File: src/ice_defs.svh
`ifndef ICE_DEFS_SVH
`define ICE_DEFS_SVH

// Command bytes
`define ICE_CMD_VERSION    8'h76
`define ICE_CMD_Q_I2C      8'h49
`define ICE_CMD_S_I2C      8'h69
`define ICE_CMD_Q_GPIO     8'h47
`define ICE_CMD_S_GPIO     8'h67

// Selector bytes that follow the length byte
`define ICE_SEL_SPEED      8'h63
`define ICE_SEL_ADDR       8'h61
`define ICE_SEL_LEVEL      8'h6C
`define ICE_SEL_DIR        8'h64

// Status byte at the head of each response
`define ICE_ACK            8'h01
`define ICE_NAK            8'h00

// Built-in version
`define ICE_VER_MAJOR      8'h00
`define ICE_VER_MINOR      8'h02

// Settings after reset
`define ICE_I2C_SPEED_RST  8'd99
`define ICE_I2C_ADDR_RST   16'hFFFF
`define ICE_GPIO_RST       24'h000000

// Response FIFO entries
`define ICE_RESP_DEPTH     16

`endif

File: src/ice_pkg.sv
package ice_pkg;

	// One cycle of the master input stream
	typedef struct packed {
		logic [7:0] data;
		logic       data_valid;
		logic       frame_valid;
	} in_beat_t;

	// Commands recognized on the command byte
	typedef enum logic [2:0] {
		CMD_NONE,
		CMD_VERSION,
		CMD_Q_I2C,
		CMD_S_I2C,
		CMD_Q_GPIO,
		CMD_S_GPIO,
		CMD_NAK
	} cmd_kind_t;

	// Frame header handed to the engine
	typedef struct packed {
		cmd_kind_t  kind;
		logic [7:0] eid;
	} cmd_hdr_t;

	// Setting slots; gpio read is query only
	typedef enum logic [2:0] {
		SEL_I2C_SPEED,
		SEL_I2C_ADDR,
		SEL_GPIO_LEVEL,
		SEL_GPIO_DIR,
		SEL_GPIO_READ
	} param_sel_t;

	// Response byte with end of frame flag
	typedef struct packed {
		logic [7:0] data;
		logic       last;
	} resp_beat_t;

endpackage

File: src/frame_intake.sv
`include "ice_defs.svh"

module frame_intake (
	input  logic              clk,
	input  logic              rst,
	input  ice_pkg::in_beat_t in_beat,
	input  logic              generate_nak,
	output logic              hdr_valid,
	output ice_pkg::cmd_hdr_t hdr,
	output logic              pay_valid,
	output logic [7:0]        pay_data
);
	import ice_pkg::*;

	logic       prev_fv;
	logic       frame_start;
	logic       active;
	// Byte position in frame: 1 EID, 2 length, 3 payload
	logic [1:0] pos;
	cmd_kind_t  kind_dec;

	assign frame_start = in_beat.frame_valid && !prev_fv;

	// Command byte decode, immediate NAK wins
	always_comb begin
		if (generate_nak) begin
			kind_dec = CMD_NAK;
		end else begin
			case (in_beat.data)
				`ICE_CMD_VERSION: kind_dec = CMD_VERSION;
				`ICE_CMD_Q_I2C:   kind_dec = CMD_Q_I2C;
				`ICE_CMD_S_I2C:   kind_dec = CMD_S_I2C;
				`ICE_CMD_Q_GPIO:  kind_dec = CMD_Q_GPIO;
				`ICE_CMD_S_GPIO:  kind_dec = CMD_S_GPIO;
				default:          kind_dec = CMD_NONE;
			endcase
		end
	end

	always_ff @(posedge clk) begin
		if (rst) begin
			prev_fv   <= 1'b0;
			active    <= 1'b0;
			pos       <= 2'd0;
			hdr_valid <= 1'b0;
			pay_valid <= 1'b0;
		end else begin
			prev_fv   <= in_beat.frame_valid;
			hdr_valid <= 1'b0;
			pay_valid <= 1'b0;
			if (frame_start) begin
				active <= (kind_dec != CMD_NONE);
				pos    <= 2'd1;
			end else if (!in_beat.frame_valid) begin
				active <= 1'b0;
				pos    <= 2'd0;
			end else if (in_beat.data_valid) begin
				case (pos)
					2'd1: begin
						hdr_valid <= active;
						pos       <= 2'd2;
					end
					// Length byte is not needed downstream
					2'd2: pos <= 2'd3;
					2'd3: pay_valid <= active;
					default: pos <= 2'd0;
				endcase
			end
		end
	end

	always_ff @(posedge clk) begin
		if (frame_start) begin
			hdr.kind <= kind_dec;
		end
		if (in_beat.frame_valid && in_beat.data_valid && !frame_start && pos == 2'd1) begin
			hdr.eid <= in_beat.data;
		end
		pay_data <= in_beat.data;
	end

	a_dv_in_frame: assert property (@(posedge clk) disable iff (rst)
		$rose(in_beat.data_valid) |-> in_beat.frame_valid)
		else $error("data_valid rose outside a frame");

endmodule

File: src/param_bank.sv
`include "ice_defs.svh"

module param_bank (
	input  logic                clk,
	input  logic                rst,
	input  logic                sel_valid,
	input  ice_pkg::param_sel_t sel,
	input  logic                wr_byte_valid,
	input  logic [7:0]          wr_byte,
	input  logic                commit,
	input  logic                rd_next,
	input  logic [23:0]         gpio_read,
	output logic [7:0]          rd_byte,
	output logic [1:0]          sel_len,
	output logic [7:0]          i2c_speed,
	output logic [15:0]         i2c_addr,
	output logic [23:0]         gpio_level,
	output logic [23:0]         gpio_direction
);
	import ice_pkg::*;

	param_sel_t  sel_q;
	logic [23:0] rd_stage;
	logic [23:0] wr_stage;

	// Query bytes leave from the top, MSB first
	assign rd_byte = rd_stage[23:16];

	always_comb begin
		case (sel_q)
			SEL_I2C_SPEED: sel_len = 2'd1;
			SEL_I2C_ADDR:  sel_len = 2'd2;
			default:       sel_len = 2'd3;
		endcase
	end

	// Read staging, left aligned so short slots also start at the top byte
	always_ff @(posedge clk) begin
		if (sel_valid) begin
			case (sel)
				SEL_I2C_SPEED:  rd_stage <= {i2c_speed, 16'h0000};
				SEL_I2C_ADDR:   rd_stage <= {i2c_addr, 8'h00};
				SEL_GPIO_LEVEL: rd_stage <= gpio_level;
				SEL_GPIO_DIR:   rd_stage <= gpio_direction;
				default:        rd_stage <= gpio_read;
			endcase
		end else if (rd_next) begin
			rd_stage <= {rd_stage[15:0], 8'h00};
		end
	end

	// Write staging keeps the last three bytes received
	always_ff @(posedge clk) begin
		if (sel_valid) begin
			wr_stage <= '0;
		end else if (wr_byte_valid) begin
			wr_stage <= {wr_stage[15:0], wr_byte};
		end
	end

	always_ff @(posedge clk) begin
		if (rst) begin
			sel_q          <= SEL_I2C_SPEED;
			i2c_speed      <= `ICE_I2C_SPEED_RST;
			i2c_addr       <= `ICE_I2C_ADDR_RST;
			gpio_level     <= `ICE_GPIO_RST;
			gpio_direction <= `ICE_GPIO_RST;
		end else begin
			if (sel_valid) begin
				sel_q <= sel;
			end
			if (commit) begin
				case (sel_q)
					SEL_I2C_SPEED:  i2c_speed      <= wr_stage[7:0];
					SEL_I2C_ADDR:   i2c_addr       <= wr_stage[15:0];
					SEL_GPIO_LEVEL: gpio_level     <= wr_stage;
					SEL_GPIO_DIR:   gpio_direction <= wr_stage;
					default:        gpio_level     <= gpio_level;
				endcase
			end
		end
	end

	a_no_commit_read: assert property (@(posedge clk) disable iff (rst)
		commit |-> sel_q != SEL_GPIO_READ)
		else $error("commit with the read-only gpio slot selected");

endmodule

File: src/command_engine.sv
`include "ice_defs.svh"

module command_engine (
	input  logic                clk,
	input  logic                rst,
	input  logic                hdr_valid,
	input  ice_pkg::cmd_hdr_t   hdr,
	input  logic                pay_valid,
	input  logic [7:0]          pay_data,
	input  logic [7:0]          rd_byte,
	input  logic [1:0]          sel_len,
	output logic                sel_valid,
	output ice_pkg::param_sel_t sel,
	output logic                wr_byte_valid,
	output logic [7:0]          wr_byte,
	output logic                commit,
	output logic                rd_next,
	output logic                push,
	output ice_pkg::resp_beat_t push_beat,
	input  logic                full,
	input  logic                empty
);
	import ice_pkg::*;

	typedef enum logic [2:0] {S_IDLE, S_VER, S_SEL, S_SET, S_EMIT, S_WAIT} state_t;
	// Response shape chosen before emitting
	typedef enum logic [1:0] {R_NAK, R_ACK, R_VER_NAK, R_QUERY} resp_t;

	state_t     state;
	resp_t      resp;
	cmd_kind_t  kind_q;
	logic [7:0] eid_q;
	logic [7:0] ver_hi;
	logic       ver_cnt;
	logic [1:0] wr_cnt;
	logic [2:0] idx;
	logic       is_set;
	logic       sel_known;
	param_sel_t sel_dec;
	logic [1:0] resp_len;
	logic       last_byte;

	assign is_set = (kind_q == CMD_S_I2C) || (kind_q == CMD_S_GPIO);

	// Selector byte to slot; "l" is gpio_read on a query, level on a set
	always_comb begin
		sel_known = 1'b1;
		sel_dec   = SEL_I2C_SPEED;
		if (kind_q == CMD_Q_I2C || kind_q == CMD_S_I2C) begin
			if (pay_data == `ICE_SEL_SPEED) sel_dec = SEL_I2C_SPEED;
			else if (pay_data == `ICE_SEL_ADDR) sel_dec = SEL_I2C_ADDR;
			else sel_known = 1'b0;
		end else begin
			if (pay_data == `ICE_SEL_LEVEL) sel_dec = is_set ? SEL_GPIO_LEVEL : SEL_GPIO_READ;
			else if (pay_data == `ICE_SEL_DIR) sel_dec = SEL_GPIO_DIR;
			else sel_known = 1'b0;
		end
	end

	assign sel_valid     = (state == S_SEL) && pay_valid && sel_known;
	assign sel           = sel_dec;
	assign wr_byte_valid = (state == S_SET) && pay_valid;
	assign wr_byte       = pay_data;
	assign commit        = (state == S_WAIT) && empty;

	always_comb begin
		case (resp)
			R_VER_NAK: resp_len = 2'd2;
			R_QUERY:   resp_len = sel_len;
			default:   resp_len = 2'd0;
		endcase
	end

	// Status, EID, length, then payload
	assign last_byte = (idx == 3'd2 + {1'b0, resp_len});
	assign push      = (state == S_EMIT) && !full;
	assign rd_next   = push && (resp == R_QUERY) && (idx >= 3'd3);

	always_comb begin
		case (idx)
			3'd0: push_beat.data = (resp == R_ACK || resp == R_QUERY) ? `ICE_ACK : `ICE_NAK;
			3'd1: push_beat.data = eid_q;
			3'd2: push_beat.data = {6'd0, resp_len};
			3'd3: push_beat.data = (resp == R_VER_NAK) ? `ICE_VER_MAJOR : rd_byte;
			default: push_beat.data = (resp == R_VER_NAK) ? `ICE_VER_MINOR : rd_byte;
		endcase
		push_beat.last = last_byte;
	end

	always_ff @(posedge clk) begin
		if (rst) begin
			state   <= S_IDLE;
			resp    <= R_NAK;
			kind_q  <= CMD_NONE;
			ver_cnt <= 1'b0;
			wr_cnt  <= 2'd0;
			idx     <= 3'd0;
		end else begin
			case (state)
				S_IDLE: begin
					idx     <= 3'd0;
					ver_cnt <= 1'b0;
					wr_cnt  <= 2'd0;
					if (hdr_valid) begin
						kind_q <= hdr.kind;
						case (hdr.kind)
							CMD_NAK: begin
								resp  <= R_NAK;
								state <= S_EMIT;
							end
							CMD_VERSION: state <= S_VER;
							CMD_NONE:    state <= S_IDLE;
							default:     state <= S_SEL;
						endcase
					end
				end
				S_VER: begin
					if (pay_valid && !ver_cnt) begin
						ver_cnt <= 1'b1;
					end else if (pay_valid) begin
						resp  <= ({ver_hi, pay_data} == {`ICE_VER_MAJOR, `ICE_VER_MINOR}) ?
							R_ACK : R_VER_NAK;
						state <= S_EMIT;
					end
				end
				S_SEL: begin
					if (pay_valid && !sel_known) begin
						resp  <= R_NAK;
						state <= S_EMIT;
					end else if (pay_valid && is_set) begin
						state <= S_SET;
					end else if (pay_valid) begin
						resp  <= R_QUERY;
						state <= S_EMIT;
					end
				end
				// Value bytes, MSB first, as many as the slot is wide
				S_SET: begin
					if (pay_valid && wr_cnt == sel_len - 2'd1) begin
						resp  <= R_ACK;
						state <= S_EMIT;
					end else if (pay_valid) begin
						wr_cnt <= wr_cnt + 2'd1;
					end
				end
				S_EMIT: begin
					if (push && last_byte) begin
						idx   <= 3'd0;
						state <= (is_set && resp == R_ACK) ? S_WAIT : S_IDLE;
					end else if (push) begin
						idx <= idx + 3'd1;
					end
				end
				// Hold the new setting back until the ACK has drained
				S_WAIT: begin
					if (empty) state <= S_IDLE;
				end
				default: state <= S_IDLE;
			endcase
		end
	end

	always_ff @(posedge clk) begin
		if (state == S_IDLE && hdr_valid) eid_q <= hdr.eid;
		if (state == S_VER && pay_valid && !ver_cnt) ver_hi <= pay_data;
	end

	// Only one frame in flight, so a header finds the engine idle
	a_hdr_when_idle: assert property (@(posedge clk) disable iff (rst)
		hdr_valid |-> state == S_IDLE)
		else $error("frame header arrived while a command was still in progress");

endmodule

File: src/resp_queue.sv
`include "ice_defs.svh"

module resp_queue (
	input  logic                clk,
	input  logic                rst,
	input  logic                push,
	input  ice_pkg::resp_beat_t push_beat,
	output logic                full,
	output logic                empty,
	output ice_pkg::resp_beat_t out_beat,
	output logic                out_valid,
	input  logic                out_ready
);
	import ice_pkg::*;

	localparam int DEPTH = `ICE_RESP_DEPTH;
	localparam int AW    = $clog2(DEPTH);

	resp_beat_t    mem [DEPTH];
	logic [AW-1:0] wptr;
	logic [AW-1:0] rptr;
	logic [AW:0]   count;
	logic          wr_en;
	logic          rd_en;

	assign full      = (count == DEPTH);
	assign empty     = (count == 0);
	assign out_valid = !empty;
	assign out_beat  = mem[rptr];

	assign wr_en = push && !full;
	assign rd_en = out_valid && out_ready;

	// Storage, written at the tail
	always_ff @(posedge clk) begin
		if (wr_en) begin
			mem[wptr] <= push_beat;
		end
	end

	// Pointers wrap on their own since depth is a power of two
	always_ff @(posedge clk) begin
		if (rst) begin
			wptr  <= '0;
			rptr  <= '0;
			count <= '0;
		end else begin
			if (wr_en) begin
				wptr <= wptr + 1'b1;
			end
			if (rd_en) begin
				rptr <= rptr + 1'b1;
			end
			case ({wr_en, rd_en})
				2'b10:   count <= count + 1'b1;
				2'b01:   count <= count - 1'b1;
				default: count <= count;
			endcase
		end
	end

	// A push while full would be dropped
	a_no_push_full: assert property (@(posedge clk) disable iff (rst) push |-> !full)
		else $error("push into a full response queue");

endmodule

File: src/basics_top.sv
module basics_top (
	input  logic                clk,
	input  logic                rst,
	input  ice_pkg::in_beat_t   in_beat,
	input  logic                generate_nak,
	input  logic [23:0]         gpio_read,
	output ice_pkg::resp_beat_t out_beat,
	output logic                out_valid,
	input  logic                out_ready,
	output logic [7:0]          i2c_speed,
	output logic [15:0]         i2c_addr,
	output logic [23:0]         gpio_level,
	output logic [23:0]         gpio_direction
);

	// Intake to engine
	logic                hdr_valid;
	ice_pkg::cmd_hdr_t   hdr;
	logic                pay_valid;
	logic [7:0]          pay_data;

	// Engine to settings
	logic                sel_valid;
	ice_pkg::param_sel_t sel;
	logic                wr_byte_valid;
	logic [7:0]          wr_byte;
	logic                commit;
	logic                rd_next;
	logic [7:0]          rd_byte;
	logic [1:0]          sel_len;

	// Engine to response queue
	logic                push;
	ice_pkg::resp_beat_t push_beat;
	logic                full;
	logic                empty;

	frame_intake u_intake (.*);

	command_engine u_engine (.*);

	param_bank u_params (.*);

	resp_queue u_queue (.*);

endmodule

File: config.mk
export PLATFORM = sky130hd
export DESIGN_NAME = basics_top
export DESIGN_NICKNAME = d
export VERILOG_FILES = /design/src/ice_pkg.sv /design/src/frame_intake.sv /design/src/param_bank.sv /design/src/command_engine.sv /design/src/resp_queue.sv /design/src/basics_top.sv
export VERILOG_INCLUDE_DIRS = /design/src
export SDC_FILE = /design/constraint.sdc
export NUM_CORES = 1
export LEC_CHECK = 0
export ABC_AREA = 1
export BUFFER_PORTS_ARGS = -buffer_cell sky130_fd_sc_hd__buf_4
export CORE_MARGIN = 1
export CORE_UTILIZATION = 50
export DETAILED_ROUTE_END_ITERATION = 6
export HOLD_SLACK_MARGIN = 0.03
export PLACE_DENSITY = 0.7
export SETUP_SLACK_MARGIN = 0.3
export SLEW_MARGIN = 15
export SYNTH_ARGS = -nofsm -noshare
export SYNTH_HDL_FRONTEND = slang
export SYNTH_SLANG_ARGS = --single-unit
File: constraint.sdc
create_clock -name clk -period 3.1 [get_ports clk]
set_input_delay 0.775 -clock clk [delete_from_list [all_inputs] [get_ports clk]]
set_output_delay 0.775 -clock clk [all_outputs]
set_load 0.005 [all_outputs]
# Yosys cells after proc, flatten, opt, wreduce, memory -nomap -nowiden
# Memory sizes are Yosys's and may differ from the RTL's. A register that Yosys moved wholly into a read port is not among the register bits.
# Cells that the tools add are included.
[classes]
add_sub_neg = 8
n_lt_le_gt_ge = 1
n_eq_ne = 56
muxes = 62
n_bitwise = 4
n_reduce_logical = 59
[ops]
columns = ["operator", "n"]
rows = [
  ["$pmux W24 S4", 1],
  ["$eq A8 B7 Y1 const B", 9],
  ["$mux W24", 2],
  ["$mux W3", 16],
  ["$pmux W8 S4", 1],
  ["$eq A3 B2 Y1 const B", 10],
  ["$mux W2", 12],
  ["$logic_and A1 B1 Y1", 22],
  ["$pmux W3 S6", 1],
  ["$reduce_and A2 Y1", 9],
  ["$eq A16 B2 Y1 const B", 1],
  ["$mux W8", 2],
  ["$ne A2 B2 Y1 const B", 8],
  ["$eq A3 B1 Y1 const B", 5],
  ["$logic_not A3 Y1", 5],
  ["$mux W1", 15],
  ["$pmux W3 S5", 1],
  ["$eq A3 B3 Y1 const B", 4],
  ["$pmux W2 S2", 3],
  ["$eq A2 B2 Y1 const B", 5],
  ["$pmux W5 S2", 1],
  ["$reduce_bool A2 Y1", 5],
  ["$reduce_or A5 Y1", 2],
  ["$pmux W3 S3", 1],
  ["31 further kinds", 49],
]
[totals]
reg_bits = 191
ramBits = 144
out_inout_bits = 82
mem_count = 1
[memory_table]
columns = ["memory", "depth", "word_bits", "read_ports", "rd_ports_with_merged_regs", "write_ports", "line", "source"]
rows = [
  ["u_queue.mem", 16, 9, 1, 1, 1, "resp_queue.sv:19", "resp_beat_t mem [DEPTH];"],
]

# Longest topological paths before layout
[depth]
word_depth = 8
mapped_depth = 14

# Modules after synthesis
# From an unflattened synthesis, not the netlist that was laid out.
[unflattened]
hier_cells = 1527
area_unflattened_um2 = 14769.2
[modules_own_cells]
columns = ["module", "n_inst", "cells_per_inst", "area_per_inst_um2", "seq_area_each_um2"]
rows = [
  ["resp_queue", 1, 518, 6683.9, 4664.5],
  ["param_bank", 1, 651, 5245.0, 2702.6],
  ["command_engine", 1, 276, 1949.4, 760.7],
  ["frame_intake", 1, 82, 890.9, 610.6],
]

# Least setup slack after synthesis
# Ideal clock, no wire load.
[synth_timing]
path_kind = "input port to flip-flop"
from = "in out_ready"
to = "reg u_queue.count[4]"
setup_time_ps = 121
t_arrival_ps = 2330
required_ps = 2979
path_slack_ps = 649
path_stages = 11
path_cell_list = "nand2_1 > inv_1 > ha_1 > fa_1 > a21o_1 > a21oi_1 > nor2_1 > nor2_1 > nand2_1 > o21ai_0 > a21oi_1"
[synth_between]
elab_chain_cells = 3
elab_cells_between_ends = 5
[synth_lines]
columns = ["element", "line", "source"]
rows = [
  ["from (decl)", "basics_top.sv:9", "input logic out_ready,"],
  ["$logic_and A1 B1 Y1 *", "resp_queue.sv:32", "assign rd_en = out_valid && out_ready;"],
  ["$eq A2 B1 Y1 / $eq A2 B2 Y1 (equally long branches)", "resp_queue.sv:54", "case ({wr_en, rd_en})"],
  ["$pmux W5 S2 / $reduce_bool A2 Y1 (equally long branches)", "-", ""],
  ["to (signal assigned)", "resp_queue.sv:55", "2'b10: count <= count + 1'b1;"],
  ["to (signal assigned)", "resp_queue.sv:56", "2'b01: count <= count - 1'b1;"],
  ["to (signal assigned)", "resp_queue.sv:57", "default: count <= count;"],
  ["to (decl)", "resp_queue.sv:22", "logic [AW:0] count;"],
]
# Mark *: on every way between the ends. The rest lies on a longest branch, timed or not.
# A chain may end at the register's enable or synchronous reset.

==> results.tsv <==
metric	value	unit
cp.buffers_inverters	3	
synthCells	1504	
antenna_found_initial	0	
clock_path_buffers	3	
hold_viol	0	
drc	0	
yosys.area.top_type	edfxtp_1	
worst_pin_slew	0.940	ns
drive_gt1_share	17.2	%
initial_utilization	50.9	%
synthArstFlopShare	0	%
synthesis.nets	1560	
multi_input_area	0.00489	mm2
tns	0	ns
fin_cells	2050	
grt_max_degree	73	
fillers	2404	
hpwl	25200	um
required	2.32	ns
critPathSlowestCell	dfxtp_4	
routed-via-count	11087	
regArea	0.00874	mm2
path_delay_family	buffers and inverters	
synth.most_common_cell	nand2_1	
clk_latency	0.51	ns
cts.reportedPaths.clkPinSlew	0.06	ns
vdd_drop_max	0.000505	V
wirelength	37000	um
p_per_area	626	mW/mm2
area_delta_synth_final	18.7	%
ys_warn_count	0	
intPower	8.18	mW
globalplace.congestion	0.877	
utilization	60.4	%
min_period	2.83	ns
maxCapViolations	0	
dieArea	0.0300	mm2
cts_sinks	339	
grt_remaining_overflow	0	
core_area	0.0288	mm2
hp-class	input port to flop	
period_share	91.2	%
ys_seq_area_share	59.7	%
root_buffer	clkbuf_16	
critical_path.cell_chain	buf_12 > buf_12 > mux2i_1 > o21ai_0 > o211ai_1 > nand2_1 > buf_4	
p_leak	6.93	nW
via_per_inst	5.41	
fp-row-count	62	
cp-end-kind	output port	
die_w	173	um
diodes	0	
start_kind	flop	
pin_count	120	
fp.dieH	173	um
ant_nets	0	
yosysTopAreaCellShare	40.0	%
synth_flop_cell	edfxtp_1	
netlist_top_cells_area	edfxtp_1 (40%), dfxtp_1 (20%), nand2_1 (7.3%)	
outcome	finished, final reports clean	
cts_buffers	35	
comb_power_share	16.6	%
synth_area	0.0146	mm2
synth_cell_type_count	49	
grt_pass1_vias	10551	
max_stage_delay	0.36	ns
pwr-share-clk	38.9	%
fmax	0.354	GHz
io_buffers	119	
cp_common_cell	buf_12	
synth_edf_count	195	
setup_viol	0	
max_slew_margin	37.1	%
seqPwrFrac	44.5	%
p_sw	2.70	mW
ys_ff_latch	339	
grt_use_total	24.6	%
grt_pass1_wl	57900	um
path_class	flop to output port	
avgRoutedWirePerCell	18.0	um
total_power	10.9	mW
fin_nets	1698	
finClkSkew	0.0158	ns
grt_setup_unrepaired	true	
dr.pass1.iters	5	
synthTopCellsByCount	nand2_1 (283), edfxtp_1 (195), inv_1 (163)	
syn-mean-instance-area	9.73	um2
first_iter_violations	935	
h-tree-depth	2	
arrival	2.05	ns
maxSlewViolCount	0	
cts_tree	yes	
cp_max_fo	12	
switching_share	24.8	%
postCtsHoldBufs	0	
dpl.cell_count	1978	
==> through the flow <==
| stage | worst slack (ns) | hold slack (ns) | instance area [um2] |
|---|---|---|---|
| CTS | 0.295 | 0.382 | 17300 |
| finish | 0.272 | 0.393 | 17400 |
| detailed placement | 0.365 | 0.433 | 16000 |
| floorplan | 0.649 | 0.400 | 14600 |
| global placement | 0.398 | 0.428 | 16000 |
| global route | 0.231 | 0.383 | 17400 |
==> cells in the final DEF, fill, tap and decap left out, types with 3 or more instances in the layout <==
cell       netlist  routed
nand2_1        283     282
a21oi_1        148     147
nor3_1           6       6
clkinv_2         0       3
buf_12           0       5
nor2_1         101     101
nor2_4           3       3
nand4_1         13      13
nand3_1         64      64
inv_2            8       9
clkinv_1         3       7
o211ai_2         8       8
ha_1            17      17
nand3_2          3       3
o21ai_1          8      12
edfxtp_1       195     195
inv_1          163     162
o211ai_1        49      49
nand2_2         10      11
dfxtp_1        144     143
clkbuf_16        0      38
clkbuf_8         0       8
o21ai_0        135     129
nor2_8           3       3
nand2_4          3       3
mux2i_1         36      34
clkbuf_1        28       5
buf_4            5     157
bufinv_16        0       3
nor2_2           9       9
==> kinds of logic (layout without fill, tap and decap cells) <==
logic type | after synthesis | in the layout | share of synthesized area (%)
compound gates | 360 | 360 | 13.8
flops | 339 | 339 | 59.7
simple gates | 505 | 505 | 15.3
xor+xnor | 2 | 2 | 0.120
buf+inv | 244 | 406 | 7.06
fa+ha+maj | 18 | 18 | 1.59
mux | 36 | 36 | 2.46
==> layer usage <==
layer / wire (um) / global-route usage, % / vias up
met5: 0 / 0 / -
met4: 1330 / 9.77 / 0
met3: 2430 / 3.34 / 85
met2: 18000 / 41.2 / 415
met1: 15300 / 32.3 / 5204
li1: - / - / 5383
==> path summary, 6_finish.rpt <==
check | from | to | slack [ns] | depth (start not counted)
min | in_beat[9] | u_intake.pay_data[7] | 0.39 | 1
max | flop | out_beat[1] | 0.27 | 7
min reg2reg | u_intake.hdr[0] | u_engine.eid_q[0] | 0.44 | 0
max reg2reg | u_queue.count[1] | u_queue.count[4] | 0.59 | 13
==> flip-flops by register name, summed over array words and instances (netlist names), 4 cells and up, named ones only <==
name / count
u_params.gpio_direction: 24
u_queue.rptr: 4
u_params.gpio_level: 24
u_queue.mem: 144
u_params.i2c_speed: 8
u_engine.eid_q: 8
u_params.i2c_addr: 16
u_params.wr_stage: 24
u_intake.pay_data: 8
u_engine.ver_hi: 8
u_params.rd_stage: 24
u_queue.count: 5
u_intake.hdr: 11
u_queue.wptr: 4
==> final cells by class <==
type	instances	share of cell area, %
clock buffer	49	5.93
clock inverter	12	0.785
multi-input combinational	921	28.2
inverter	176	3.84
timing repair buffer	169	8.21
tap	384	2.77
sequential	339	50.3
==> what timing repair did <==
action / 4_1_cts / 5_1_grt
pin swaps: 10 / 8
hold endpoints to repair: 0 / 0
cloned: 1 / 2
endpoints found under the setup margin: 9 / 8
gates resized for setup: 10 / 11
buffers inserted: 6 / 2
==> power by group through the flow <==
stage,Combinational (mW),Clock [mW],Sequential [mW]
floorplan,1.06,0,4.91
global placement,1.40,0,5.00
detailed placement,1.46,0,5.01
CTS,1.69,4.29,4.84
global route,1.97,4.46,4.85
finish,1.81,4.23,4.84
Note: power is estimated with default switching activity, not from simulation.
